[config.mk]
export PLATFORM = sky130hd
export DESIGN_NAME = vga_board_display
export DESIGN_NICKNAME = d
export VERILOG_FILES = /design/src/logic/vga_timing_pkg.sv /design/src/logic/board_pkg.sv /design/src/logic/scan_timing.sv /design/src/logic/cell_locator.sv /design/src/logic/pixel_shader.sv /design/src/logic/vga_board_display.sv
export SDC_FILE = /design/constraint.sdc
export NUM_CORES = 1
export LEC_CHECK = 0
export BUFFER_PORTS_ARGS = -buffer_cell sky130_fd_sc_hd__buf_2
export CORE_ASPECT_RATIO = 0.5
export CORE_MARGIN = 2
export CORE_UTILIZATION = 37
export CTS_BUF_LIST = sky130_fd_sc_hd__clkbuf_8
export CTS_CLUSTER_SIZE = 12
export DETAILED_ROUTE_END_ITERATION = 10
export PLACE_DENSITY = 0.64
export SLEW_MARGIN = 40
export SYNTH_ARGS = -nofsm -noshare
export SYNTH_HDL_FRONTEND = slang
export SYNTH_SLANG_ARGS = --single-unit
export TNS_END_PERCENT = 5
[constraint.sdc]
create_clock -name clk_n -period 6.3 [get_ports clk_n]
set_input_delay 0 -clock clk_n [delete_from_list [all_inputs] [get_ports clk_n]]
set_output_delay 0 -clock clk_n [all_outputs]
set_load 0.02 [all_outputs]
[src/logic/vga_timing_pkg.sv]
package vga_timing_pkg;

  ////////////////////
  // Counter types
  ////////////////////

  // Pixel position within one line, blanking included
  typedef logic [9:0] h_count_t;

  // Line position within one frame
  typedef logic [9:0] v_count_t;

  ////////////////////
  // 640x480 at 60 Hz from a 25 MHz pixel clock
  ////////////////////

  // Horizontal, in pixel clocks
  localparam h_count_t h_total        = 10'd800;
  localparam h_count_t h_sync_len     = 10'd96;
  localparam h_count_t h_active_start = 10'd144;

  // Exclusive bound
  localparam h_count_t h_active_end   = 10'd784;

  // Vertical, in lines
  localparam v_count_t v_total        = 10'd525;
  localparam v_count_t v_sync_len     = 10'd2;
  localparam v_count_t v_active_start = 10'd35;

  // Exclusive bound
  localparam v_count_t v_active_end   = 10'd515;

endpackage

[src/logic/board_pkg.sv]
package board_pkg;

  ////////////////////
  // Board geometry
  ////////////////////

  localparam int board_cols = 10;
  localparam int board_rows = 20;

  // One bit per cell at index row * board_cols + col
  // Row 0 is the top row
  typedef logic [board_cols*board_rows-1:0] board_t;

  typedef logic [3:0] col_idx_t;
  typedef logic [4:0] row_idx_t;

  // Flat bit index into board_t
  typedef logic [7:0] cell_idx_t;

  // Coordinate inside the visible 640x480 area
  typedef logic [9:0] pixel_pos_t;

  localparam pixel_pos_t cell_size    = 10'd24;
  localparam pixel_pos_t board_left   = 10'd200;
  localparam pixel_pos_t board_width  = pixel_pos_t'(board_cols) * cell_size;
  localparam pixel_pos_t board_height = pixel_pos_t'(board_rows) * cell_size;

  ////////////////////
  // Colours
  ////////////////////

  // Red in the top nibble, then green and blue
  typedef logic [11:0] rgb_t;

  localparam rgb_t color_lit   = 12'hFFF;
  localparam rgb_t color_empty = 12'h00F;
  localparam rgb_t color_black = 12'h000;

endpackage

[src/logic/scan_timing.sv]
module scan_timing (
  input  logic                   clk_n,
  input  logic                   clr,
  output vga_timing_pkg::h_count_t h_count,
  output vga_timing_pkg::v_count_t v_count,
  output logic                   hsync,
  output logic                   vsync,
  output logic                   active,
  output board_pkg::pixel_pos_t  x_pos,
  output board_pkg::pixel_pos_t  y_pos
);

  import vga_timing_pkg::*;

  logic     h_wrap;
  logic     v_wrap;
  h_count_t h_next;
  v_count_t v_next;

  ////////////////////
  // Scan counters
  ////////////////////

  assign h_wrap = (h_count == h_total - 10'd1);
  assign v_wrap = (v_count == v_total - 10'd1);

  always_comb begin
    h_next = h_wrap ? '0 : h_count + 10'd1;
    v_next = v_count;
    if (h_wrap) begin
      v_next = v_wrap ? '0 : v_count + 10'd1;
    end
  end

  // Syncs are decoded from the next count so they line up with the counters
  always_ff @(posedge clk_n or posedge clr) begin
    if (clr) begin
      h_count <= '0;
      v_count <= '0;
      hsync   <= 1'b0;
      vsync   <= 1'b0;
    end else begin
      h_count <= h_next;
      v_count <= v_next;
      hsync   <= (h_next >= h_sync_len);
      vsync   <= (v_next >= v_sync_len);
    end
  end

  ////////////////////
  // Active window
  ////////////////////

  assign active = (h_count >= h_active_start) && (h_count < h_active_end) &&
                  (v_count >= v_active_start) && (v_count < v_active_end);

  // Wraps to large values in blanking
  assign x_pos = h_count - h_active_start;
  assign y_pos = v_count - v_active_start;

  ////////////////////
  // Checks
  ////////////////////

  a_h_range : assert property (@(posedge clk_n) disable iff (clr)
    h_count <= h_total - 10'd1);

  a_v_range : assert property (@(posedge clk_n) disable iff (clr)
    v_count <= v_total - 10'd1);

  // Registered sync must track the counter every cycle
  a_hsync_align : assert property (@(posedge clk_n) disable iff (clr)
    hsync == (h_count >= h_sync_len));

  a_vsync_align : assert property (@(posedge clk_n) disable iff (clr)
    vsync == (v_count >= v_sync_len));

endmodule

[src/logic/cell_locator.sv]
module cell_locator (
  input  board_pkg::pixel_pos_t x_pos,
  input  board_pkg::pixel_pos_t y_pos,
  output board_pkg::col_idx_t   col,
  output board_pkg::row_idx_t   row,
  output logic                  in_board
);

  import board_pkg::*;

  pixel_pos_t x_off;
  pixel_pos_t col_full;
  pixel_pos_t row_full;

  ////////////////////
  // Board-relative position
  ////////////////////

  // Left of the board this wraps above board_width
  assign x_off = x_pos - board_left;

  assign col_full = x_off / cell_size;
  assign row_full = y_pos / cell_size;

  // Only meaningful while in_board is high
  assign col = col_idx_t'(col_full);
  assign row = row_idx_t'(row_full);

  // The row test only matters in vertical blanking
  assign in_board = (x_off < board_width) && (y_pos < board_height);

endmodule

[src/logic/pixel_shader.sv]
module pixel_shader (
  input  logic                clk_n,
  input  logic                clr,
  input  logic                active,
  input  logic                in_board,
  input  board_pkg::col_idx_t col,
  input  board_pkg::row_idx_t row,
  input  board_pkg::board_t   board,
  output logic [3:0]          red,
  output logic [3:0]          green,
  output logic [3:0]          blue
);

  import board_pkg::*;

  cell_idx_t cell_idx;
  logic      cell_lit;
  rgb_t      color_next;
  rgb_t      color_q;

  ////////////////////
  // Cell lookup
  ////////////////////

  assign cell_idx = cell_idx_t'(row) * cell_idx_t'(board_cols) + cell_idx_t'(col);
  assign cell_lit = board[cell_idx];

  always_comb begin
    if (!active || !in_board) begin
      color_next = color_black;
    end else if (cell_lit) begin
      color_next = color_lit;
    end else begin
      color_next = color_empty;
    end
  end

  // One cycle behind the scan position
  always_ff @(posedge clk_n or posedge clr) begin
    if (clr) begin
      color_q <= color_black;
    end else begin
      color_q <= color_next;
    end
  end

  assign red   = color_q[11:8];
  assign green = color_q[7:4];
  assign blue  = color_q[3:0];

  // Locator must never point outside the board word
  a_cell_in_range : assert property (@(posedge clk_n) disable iff (clr)
    in_board |-> (col < board_cols) && (row < board_rows));

endmodule

[src/logic/vga_board_display.sv]
module vga_board_display (
  input  logic              clk_n,
  input  logic              clr,
  input  board_pkg::board_t board,
  output logic              hsync,
  output logic              vsync,
  output logic [3:0]        red,
  output logic [3:0]        green,
  output logic [3:0]        blue
);

  import vga_timing_pkg::*;
  import board_pkg::*;

  h_count_t   h_count;
  v_count_t   v_count;
  logic       active;
  pixel_pos_t x_pos;
  pixel_pos_t y_pos;
  col_idx_t   col;
  row_idx_t   row;
  logic       in_board;
  logic       prev_blank;

  scan_timing u_scan_timing (
    .clk_n   (clk_n),
    .clr     (clr),
    .h_count (h_count),
    .v_count (v_count),
    .hsync   (hsync),
    .vsync   (vsync),
    .active  (active),
    .x_pos   (x_pos),
    .y_pos   (y_pos)
  );

  cell_locator u_cell_locator (
    .x_pos    (x_pos),
    .y_pos    (y_pos),
    .col      (col),
    .row      (row),
    .in_board (in_board)
  );

  pixel_shader u_pixel_shader (
    .clk_n    (clk_n),
    .clr      (clr),
    .active   (active),
    .in_board (in_board),
    .col      (col),
    .row      (row),
    .board    (board),
    .red      (red),
    .green    (green),
    .blue     (blue)
  );

  // Count one clock back was in blanking
  assign prev_blank = (h_count <= h_active_start) || (h_count > h_active_end) ||
                      (v_count < v_active_start) || (v_count >= v_active_end);

  a_blank_black : assert property (@(posedge clk_n) disable iff (clr)
    prev_blank |-> ({red, green, blue} == color_black));

endmodule

==> results of run 1 <==
==> layout make-up <==
| class | count | area [um2] |
|---|---|---|
| well taps | 165 | 206 |
| repair buffers | 220 | 1120 |
| fillers | 1215 | 6390 |
| flip-flops and latches | 24 | 601 |
| multi-input cells | 488 | 3660 |
| inverters | 16 | 60.1 |
| clock buffers | 4 | 55.1 |
| diodes | 1 | 2.50 |
==> flip-flops by register name (all words and copies together), names as in the netlist <==
name and flops:
u_pixel_shader.color_q 2, u_scan_timing.h_count 10, u_scan_timing.hsync 1, u_scan_timing.v_count 10
u_scan_timing.vsync 1
==> kinds of logic after synthesis <==
family / Yosys count / share of synthesized area, %
compound gates: 144 / 20.6
xor+xnor: 29 / 5.42
fa+ha+maj: 17 / 4.86
buf+inv: 74 / 9.25
flops: 24 / 12.8
mux: 92 / 24.1
simple gates: 206 / 22.9
==> per-stage QoR <==
step	cells	worst slack, ps
after detailed placement	912	655
after floorplan	586	1190
after global placement	912	922
final	918	650
after CTS	917	639
after global routing	918	152
==> where the power goes <==
part / switching (W) / total (W) / internal (W)
registers: 0 / 0.000154 / 0.000154
clock network: 0.0000565 / 0.000112 / 0.0000559
logic: 0.0000347 / 0.0000983 / 0.0000636
==> synth_stat cells (all sizes together), types with 7 or more instances <==
cell type	number
or2	7
mux2i	75
nor4	15
nand2	43
nor2	42
dfrtp	24
o22ai	15
nor2b	10
nand4	8
nand2b	8
o21ai	34
ha	15
a22oi	11
xor2	11
a21oi	29
clkbuf	24
nor3	23
xnor2	18
nand3	24
buf	34
a21o	7
mux4	16
inv	16
==> metal layers <==
layer	part of all wire [%]	vias up	routed length [um]
met5	0	-	0
met4	1.7	0	250
met3	5.6	20	815
met2	49	141	7190
met1	43	2357	6290
li1	-	2531	-
==> critical path, stage by stage, from the launching register on <==
cell and delay [ps]:
sky130_fd_sc_hd__dfrtp_1 410, sky130_fd_sc_hd__ha_1 290, sky130_fd_sc_hd__nor4_1 440, sky130_fd_sc_hd__nand2b_1 350, sky130_fd_sc_hd__nor3_1 80, sky130_fd_sc_hd__a21oi_1 130
sky130_fd_sc_hd__o21ai_0 90, sky130_fd_sc_hd__nand2_1 120, sky130_fd_sc_hd__o21ai_0 100, sky130_fd_sc_hd__o21ai_0 440, sky130_fd_sc_hd__o21ai_0 180, sky130_fd_sc_hd__o21ai_0 110
sky130_fd_sc_hd__nand3_1 130, sky130_fd_sc_hd__ha_2 210, sky130_fd_sc_hd__fa_1 870, sky130_fd_sc_hd__buf_4 270, sky130_fd_sc_hd__mux4_2 500, sky130_fd_sc_hd__mux2i_1 190
sky130_fd_sc_hd__o22a_1 170, sky130_fd_sc_hd__nand4_1 80, sky130_fd_sc_hd__a31o_2 260, sky130_fd_sc_hd__a2bb2oi_2 120
==> worst paths after layout <==
| check | endpoint | slack (ps) | cells after the start |
|---|---|---|---|
| setup / recovery | u_pixel_shader.color_q[10] | 650 | 21 |
| min in group clk_n | u_pixel_shader.color_q[10] | 420 | 7 |
| hold / removal | u_scan_timing.v_count[1] | 300 | 3 |
| hold reg to reg | u_scan_timing.h_count[0] | 520 | 1 |
| setup reg to reg | u_pixel_shader.color_q[10] | 650 | 21 |
| max in group asynchronous | u_scan_timing.h_count[9] | 5630 | 3 |
==> layout by cell type (no fill, tap or decap), types with 18 or more instances in the layout <==
master / count
sky130_fd_sc_hd__dfrtp_1: 24
sky130_fd_sc_hd__nor2_1: 42
sky130_fd_sc_hd__nor3_1: 22
sky130_fd_sc_hd__nand3_1: 24
sky130_fd_sc_hd__buf_2: 215
sky130_fd_sc_hd__nand2_1: 43
sky130_fd_sc_hd__xnor2_1: 18
sky130_fd_sc_hd__a21oi_1: 29
sky130_fd_sc_hd__mux2i_1: 75
sky130_fd_sc_hd__o21ai_0: 33
==> report_table.html, run 1 <==
<table>
<tr><th>Metric</th><th>Value</th></tr>
<tr><th colspan="2">Detailed routing</th></tr>
<tr><td>Routed via count divided by cell count</td><td>between 5 and 6</td></tr>
<tr><td>Count of antenna-violating nets left after detailed routing</td><td>0</td></tr>
<tr><td>Total DRC errors in the routed layout</td><td>0</td></tr>
<tr><td>Routed via count</td><td>between 5000 and 6000</td></tr>
<tr><td>Aggregate routed wire length</td><td>between 10 and 15 mm</td></tr>
<tr><td>Iter 0 DRT Violations</td><td>300</td></tr>
<tr><td>Wire length per cell after detailed routing</td><td>15.8 um</td></tr>
<tr><td>DR pass1 iterations</td><td>4</td></tr>
<tr><th colspan="2">Critical path</th></tr>
<tr><td>Critical Path Start</td><td>u_scan_timing.v_count[0]</td></tr>
<tr><td>Largest driver fanout on the critical path</td><td>16</td></tr>
<tr><td>Startpoint of the worst-slack reg-to-reg timing path</td><td>u_scan_timing.v_count[0]</td></tr>
<tr><td>CP arrival</td><td>between 5000 and 6000 ps</td></tr>
<tr><td>Classification of the worst setup path</td><td>reg -&gt; reg</td></tr>
<tr><td>Setup crit end kind</td><td>flip-flop</td></tr>
<tr><td>Endpoint required time on the critical path</td><td>6470 ps</td></tr>
<tr><td>Type of element launching the critical path</td><td>flip-flop</td></tr>
<tr><th colspan="2">GRT</th></tr>
<tr><td>Met3 usage in global routing</td><td>3.38%</td></tr>
<tr><td>Most Used Layer, Global Route</td><td>met2</td></tr>
<tr><td>Number of global-route vias before repair</td><td>4760</td></tr>
<tr><td>Pin count of the biggest net entering global routing</td><td>52</td></tr>
<tr><td>Met2 track demand over resource</td><td>between 30% and 40%</td></tr>
<tr><td>Met1 Usage GRT</td><td>25.4%</td></tr>
<tr><td>Final global-route overflow total</td><td>0</td></tr>
<tr><td>Global-route wire length before repair</td><td>22.7 mm</td></tr>
<tr><td>Number of antenna violations at the first check in global routing</td><td>1</td></tr>
<tr><td>Combined global-route utilization of all metal layers</td><td>between 20% and 30%</td></tr>
<tr><th colspan="2">Synth</th></tr>
<tr><td>Async set or reset register ratio after synthesis</td><td>100%</td></tr>
<tr><td>Number of flops mapped to enable cells by yosys</td><td>0</td></tr>
<tr><td>Synth unique cells</td><td>72</td></tr>
<tr><td>Register area share after synthesis</td><td>between 10% and 20%</td></tr>
<tr><td>Post-synth design cell area</td><td>0.00468 mm2</td></tr>
<tr><td>Most area-hungry cell type in the Yosys netlist</td><td>sky130_fd_sc_hd__mux2i_1</td></tr>
<tr><td>Cells taking the most area after synthesis</td><td>sky130_fd_sc_hd__mux2i_1, sky130_fd_sc_hd__dfrtp_1, sky130_fd_sc_hd__mux4_2</td></tr>
<tr><td>Cells after synthesis</td><td>586</td></tr>
<tr><td>Net count of the mapped netlist</td><td>a little over 800</td></tr>
<tr><td>Most used flip-flop cell after synthesis</td><td>sky130_fd_sc_hd__dfrtp_1</td></tr>
<tr><td>Average footprint of a synthesized cell</td><td>7.99 um2</td></tr>
<tr><td>Count of synthesis-stage warnings from yosys</td><td>0</td></tr>
<tr><td>#FFs+latches synth</td><td>24</td></tr>
<tr><td>Area share of the leading cell type in the synthesized netlist</td><td>16.0%</td></tr>
<tr><th colspan="2">Floorplan</th></tr>
<tr><td>Initial core utilization</td><td>38.7%</td></tr>
<tr><td>Horizontal die dimension</td><td>163 um</td></tr>
<tr><td>Die outline area</td><td>roughly 0.014 mm2</td></tr>
<tr><td>Cell row count</td><td>28</td></tr>
<tr><td>Floorplan core area</td><td>0.0121 mm2</td></tr>
<tr><td>Die Span Y</td><td>83.5 um</td></tr>
<tr><td>Top Ports</td><td>216</td></tr>
<tr><th colspan="2">Status</th></tr>
<tr><td>Result of the run</td><td>complete, no violations</td></tr>
<tr><th colspan="2">Final layout</th></tr>
<tr><td>Proportion of layout cells with a drive suffix above 1</td><td>34.2%</td></tr>
<tr><td>Nets</td><td>972</td></tr>
<tr><td>End-of-flow core utilization</td><td>47.2%</td></tr>
<tr><td>Area growth syn-to-layout</td><td>21.7%</td></tr>
<tr><td>Post-Layout Inst Area</td><td>0.00570 mm2</td></tr>
<tr><th colspan="2">Timing</th></tr>
<tr><td>Final setup violation count</td><td>0</td></tr>
<tr><td>Number of hold violations in the final report</td><td>0</td></tr>
<tr><td>Post-route setup TNS</td><td>0 ps</td></tr>
<tr><td>Worst clock skew</td><td>12.2 ps</td></tr>
<tr><td>Rel. slew slack</td><td>46.5%</td></tr>
<tr><td>Setup repair after global routing missed its margin</td><td>no</td></tr>
<tr><td>Worst hold margin</td><td>304 ps</td></tr>
<tr><td>Final min period</td><td>5650 ps</td></tr>
<tr><td>Worst Tran Pin Value</td><td>approximately 800 ps</td></tr>
<tr><td>Fin crit share</td><td>89.7%</td></tr>
<tr><td>Highest clock rate</td><td>177 MHz</td></tr>
<tr><td>Number of pins exceeding their max-slew limit in the final report</td><td>0</td></tr>
<tr><th colspan="2">CTS</th></tr>
<tr><td>TritonCTS clock tree</td><td>done</td></tr>
<tr><td>Post-CTS setup-driven buffer insertion count</td><td>0</td></tr>
<tr><td>Longest Clk Path Bufs</td><td>2</td></tr>
<tr><td># hold bufs at CTS</td><td>1</td></tr>
<tr><td># clock sinks</td><td>24</td></tr>
<tr><td>Buffer type at the clock tree root</td><td>sky130_fd_sc_hd__clkbuf_8</td></tr>
<tr><td>Cts bufs inserted</td><td>3</td></tr>
<tr><td>Clk slew on worst S/H paths</td><td>100 ps</td></tr>
<tr><td>Skew-Pair Late Insertion Delay</td><td>280 ps</td></tr>
<tr><td>Count of instances resized after the clock tree is built</td><td>0</td></tr>
<tr><td>H-tree levels</td><td>1</td></tr>
<tr><th colspan="2">Hold path</th></tr>
<tr><td>HP Class</td><td>in -&gt; async</td></tr>
<tr><th colspan="2">Power and ir drop</th></tr>
<tr><td>Leak Pwr</td><td>2.96 nW</td></tr>
<tr><td>Maximum vdd ir drop</td><td>0.000124 V</td></tr>
<tr><td>Pwr dens</td><td>64.0 mW/mm2</td></tr>
<tr><td>Total power</td><td>0.000365 W</td></tr>
<tr><th colspan="2">Flow run</th></tr>
<tr><td>Maximum capacitance violations</td><td>0</td></tr>
<tr><th colspan="2">Place</th></tr>
<tr><td>DPL Wire Length</td><td>11.8 mm</td></tr>
<tr><td>Final weighted congestion in routability-driven placement</td><td>0.836</td></tr>
<tr><td>Instance area after placement</td><td>~0.0056 mm2</td></tr>
<tr><td>Port Buf Inserts</td><td>215</td></tr>
</table>
Note: power is estimated with default switching activity, not from simulation.
==> run 2: changes to the inputs <==
--- a/config.mk
+++ b/config.mk
@@ -12,9 +12,10 @@
 export CTS_BUF_LIST = sky130_fd_sc_hd__clkbuf_8
 export CTS_CLUSTER_SIZE = 12
 export DETAILED_ROUTE_END_ITERATION = 10
-export PLACE_DENSITY = 0.64
+export PLACE_DENSITY = 0.63
 export SLEW_MARGIN = 40
 export SYNTH_ARGS = -nofsm -noshare
 export SYNTH_HDL_FRONTEND = slang
+export SYNTH_HIERARCHICAL = 1
 export SYNTH_SLANG_ARGS = --single-unit
 export TNS_END_PERCENT = 5
==> constraint.sdc (replaced) <==
create_clock -name clk_n -period 5.7 [get_ports clk_n]
set_input_delay 0 -clock clk_n [delete_from_list [all_inputs] [get_ports clk_n]]
set_output_delay 0 -clock clk_n [all_outputs]
set_load 0.02 [all_outputs]
==> report_table.html, run 2 <==
<table>
<tr><th>Metric</th><th>Value</th></tr>
<tr><th colspan="2">GRT</th></tr>
<tr><td>Pin count of the biggest net entering global routing</td><td>29 (-44%)</td></tr>
<tr><td>Global-route wire length before repair</td><td>21.8 mm (-4.0%)</td></tr>
<tr><td>Number of antenna violations at the first check in global routing</td><td>0 (-1)</td></tr>
<tr><td>Final global-route overflow total</td><td>0 (unchanged)</td></tr>
<tr><td>Combined global-route utilization of all metal layers</td><td>19.4% (-0.88 points)</td></tr>
<tr><td>Number of global-route vias before repair</td><td>4607 (-3.2%)</td></tr>
<tr><th colspan="2">Hold path</th></tr>
<tr><td>HP Class</td><td>in -&gt; async</td></tr>
<tr><th colspan="2">Final layout</th></tr>
<tr><td>Antenna cell count</td><td>0 (-1)</td></tr>
<tr><td>Largest registers ranked by flip-flop count</td><td>u_scan_timing/h_count (10), u_scan_timing/v_count (10), u_pixel_shader/color_q (2)</td></tr>
<tr><td>End-of-flow core utilization</td><td>48.8% (+1.6 points)</td></tr>
<tr><td>Most common library cell in the layout ignoring fill and taps</td><td>sky130_fd_sc_hd__buf_2</td></tr>
<tr><td>Commonest cells after routing, fill and taps aside</td><td>sky130_fd_sc_hd__buf_2, sky130_fd_sc_hd__mux4_2, sky130_fd_sc_hd__nand2_1, sky130_fd_sc_hd__buf_4, sky130_fd_sc_hd__nor2_1</td></tr>
<tr><td>Area growth syn-to-layout</td><td>28.8%</td></tr>
<tr><td>Proportion of layout cells with a drive suffix above 1</td><td>46.7% (+13 points)</td></tr>
<tr><td>Number of filler cells placed in the layout</td><td>1206 (-0.74%)</td></tr>
<tr><td>Nets</td><td>940 (-3.3%)</td></tr>
<tr><th colspan="2">Critical path</th></tr>
<tr><td>Largest driver fanout on the critical path</td><td>7 (-9)</td></tr>
<tr><td>R2R Path End</td><td>u_pixel_shader/color_q[10]</td></tr>
<tr><td>Setup crit end kind</td><td>flip-flop</td></tr>
<tr><td>Worst reg-to-reg setup slack</td><td>280 ps (-370 ps)</td></tr>
<tr><td>Startpoint of the worst-slack reg-to-reg timing path</td><td>u_scan_timing/v_count[0]</td></tr>
<tr><td>Classification of the worst setup path</td><td>reg -&gt; reg</td></tr>
<tr><td>Reg2Reg Depth</td><td>21 (unchanged)</td></tr>
<tr><td>Type of element launching the critical path</td><td>flip-flop</td></tr>
<tr><td>CP arrival</td><td>5590 ps (-230 ps)</td></tr>
<tr><td>Endpoint required time on the critical path</td><td>5870 ps (-600 ps)</td></tr>
<tr><th colspan="2">CTS</th></tr>
<tr><td>Buffer type at the clock tree root</td><td>sky130_fd_sc_hd__clkbuf_8</td></tr>
<tr><td>Longest Clk Path Bufs</td><td>2 (unchanged)</td></tr>
<tr><td>Cts bufs inserted</td><td>3 (unchanged)</td></tr>
<tr><td>H-tree levels</td><td>1 (unchanged)</td></tr>
<tr><td>TritonCTS clock tree</td><td>done</td></tr>
<tr><td>Clk slew on worst S/H paths</td><td>110 ps (about the same)</td></tr>
<tr><td># clock sinks</td><td>24 (unchanged)</td></tr>
<tr><td>Skew-Pair Late Insertion Delay</td><td>280 ps (about the same)</td></tr>
<tr><th colspan="2">Timing</th></tr>
<tr><td>Fin crit share</td><td>95.1% (+5.4 points)</td></tr>
<tr><td>Final setup violation count</td><td>0 (unchanged)</td></tr>
<tr><td>Highest clock rate</td><td>184 MHz (+4.2%)</td></tr>
<tr><td>Number of hold violations in the final report</td><td>0 (unchanged)</td></tr>
<tr><td>Rel. slew slack</td><td>54.1% (+7.5 points)</td></tr>
<tr><td>Worst Tran Pin Value</td><td>682 ps (-120 ps)</td></tr>
<tr><td>Worst clock skew</td><td>13.3 ps (+1.06 ps)</td></tr>
<tr><td>Number of pins exceeding their max-slew limit in the final report</td><td>0 (unchanged)</td></tr>
<tr><td>Final min period</td><td>5420 ps (-228 ps)</td></tr>
<tr><th colspan="2">Place</th></tr>
<tr><td>DPL Wire Length</td><td>11.7 mm (-0.64%)</td></tr>
<tr><td>Port Buf Inserts</td><td>215 (unchanged)</td></tr>
<tr><td>Final weighted congestion in routability-driven placement</td><td>0.859 (+2.7%)</td></tr>
<tr><th colspan="2">Power and ir drop</th></tr>
<tr><td>Maximum vdd ir drop</td><td>0.0000756 V (-39%)</td></tr>
<tr><td>Total power</td><td>0.000440 W (+21%)</td></tr>
<tr><td>Leak Pwr</td><td>2.66 nW (-10%)</td></tr>
<tr><td>Pwr dens</td><td>71.5 mW/mm2 (+12%)</td></tr>
<tr><th colspan="2">Detailed routing</th></tr>
<tr><td>Routed via count divided by cell count</td><td>5.44 (-1.2%)</td></tr>
<tr><td>Total DRC errors in the routed layout</td><td>0 (unchanged)</td></tr>
<tr><td>Aggregate routed wire length</td><td>14.2 mm (-2.4%)</td></tr>
<tr><td>Wire length per cell after detailed routing</td><td>16.0 um (+1.3%)</td></tr>
<tr><td>Iter 0 DRT Violations</td><td>301 (+0.33%)</td></tr>
<tr><td>Routed via count</td><td>4810 (-4.7%)</td></tr>
<tr><td>DR pass1 iterations</td><td>5 (+1)</td></tr>
<tr><td>Count of antenna-violating nets left after detailed routing</td><td>0 (unchanged)</td></tr>
<tr><th colspan="2">Floorplan</th></tr>
<tr><td>Initial core utilization</td><td>37.9% (-0.85 points)</td></tr>
<tr><td>Cell row count</td><td>29 (+3.6%)</td></tr>
<tr><td>Die Span Y</td><td>84.4 um (+1.0%)</td></tr>
<tr><td>Horizontal die dimension</td><td>165 um (+1.1%)</td></tr>
<tr><td>Top Ports</td><td>216 (unchanged)</td></tr>
<tr><td>Die outline area</td><td>0.0139 mm2 (+2.1%)</td></tr>
<tr><td>Floorplan core area</td><td>0.0126 mm2 (+4.5%)</td></tr>
<tr><th colspan="2">Synth</th></tr>
<tr><td>Post-synth design cell area</td><td>0.00478 mm2 (+2.2%)</td></tr>
<tr><td>Net count of the mapped netlist</td><td>741 (-8.0%)</td></tr>
<tr><td>Cells after synthesis</td><td>517 (-12%)</td></tr>
<tr><td>Average footprint of a synthesized cell</td><td>9.25 um2 (+16%)</td></tr>
<tr><td>Count of synthesis-stage warnings from yosys</td><td>6 (+6)</td></tr>
<tr><th colspan="2">Status</th></tr>
<tr><td>Result of the run</td><td>complete, no violations</td></tr>
<tr><th colspan="2">Flow run</th></tr>
<tr><td>Maximum capacitance violations</td><td>0 (unchanged)</td></tr>
</table>
[run 2: timing repair]
| item | CTS | global route |
|---|---|---|
| setup endpoints to repair | 1 | 1 |
| hold buffers | 1 | 0 |
| setup buffers | 0 | 2 |
| gates resized for setup | 1 | 15 |
| pin swaps | 0 | 6 |
| hold endpoints to repair | 24 | 0 |
[run 2: worst max-delay path by stage]
| stage | end | slack [ps] | from | cells after the start |
|---|---|---|---|---|
| after global placement | u_pixel_shader/color_q[10] | 140 | u_scan_timing/v_count[0] | 20 |
| after global routing | u_pixel_shader/color_q[10] | -60 | u_scan_timing/v_count[0] | 22 |
| after floorplan | u_pixel_shader/color_q[10] | 150 | u_scan_timing/v_count[2] | 22 |
| after CTS | u_pixel_shader/color_q[10] | 110 | u_scan_timing/v_count[0] | 20 |
| final | u_pixel_shader/color_q[10] | 280 | u_scan_timing/v_count[0] | 21 |
| after detailed placement | u_pixel_shader/color_q[10] | -20 | u_scan_timing/v_count[0] | 20 |
[run 2: through the flow]
stage / setup TNS (ps) / std cells / cell area (um2) / worst slack (ps) / hold WS [ps]
CTS: 0 / 883 / 6080 / 114 / 142
finish: 0 / 885 / 6160 / 279 / 132
global route: -63.0 / 885 / 6160 / -63.0 / 145
floorplan: 0 / 517 / 4780 / 149 / -259
detailed placement: -15.9 / 878 / 5990 / -15.9 / -90.4
global placement: 0 / 878 / 5980 / 138 / -97.8
[run 2: cell type report]
| cell class | count | area [um2] | area share (%) |
|---|---|---|---|
| Sequential cell | 24 | 603 | 9.79 |
| Tap cell | 170 | 213 | 3.45 |
| Timing Repair Buffer | 248 | 1340 | 21.7 |
| Clock inverter | 1 | 30.0 | 0.487 |
| Inverter | 24 | 90.1 | 1.46 |
| Clock buffer | 3 | 41.3 | 0.670 |
| Multi-Input combinational cell | 415 | 3840 | 62.4 |
[run 2: metal layers]
metal  vias up  GRT usage [%]  part of all wire, %
met2       107           35.1                   50
li1       2352              -                    -
met5         -              0                    0
met1      2329           23.3                   43
met3        22           4.30                  5.8
met4         0           4.98                  1.6
[run 2: power breakdown]
part | switching, W | internal (W)
clock | 0.0000670 | 0.0000942
combinational | 0.0000331 | 0.0000760
sequential | 0 | 0.000170
total | 0.000100 | 0.000340
[run 2: critical path, stage by stage, from the launching register on]
cell                        delay [ps]
sky130_fd_sc_hd__dfrtp_2           470
sky130_fd_sc_hd__a21oi_2           200
sky130_fd_sc_hd__nor3b_2           240
sky130_fd_sc_hd__nor2_1             80
sky130_fd_sc_hd__nor2_1            110
sky130_fd_sc_hd__xor2_1            230
sky130_fd_sc_hd__nand2b_1          250
sky130_fd_sc_hd__nor2_1             60
sky130_fd_sc_hd__a31oi_1           150
sky130_fd_sc_hd__o32a_1            160
sky130_fd_sc_hd__o221ai_1          140
sky130_fd_sc_hd__maj3_1            380
sky130_fd_sc_hd__mux2_2            290
sky130_fd_sc_hd__ha_1              200
sky130_fd_sc_hd__ha_1              210
sky130_fd_sc_hd__fa_2              640
sky130_fd_sc_hd__nor2b_1            70
sky130_fd_sc_hd__a32oi_2           300
sky130_fd_sc_hd__mux4_2            360
sky130_fd_sc_hd__mux2_2            300
sky130_fd_sc_hd__a2111oi_4         350
sky130_fd_sc_hd__a211oi_1           80
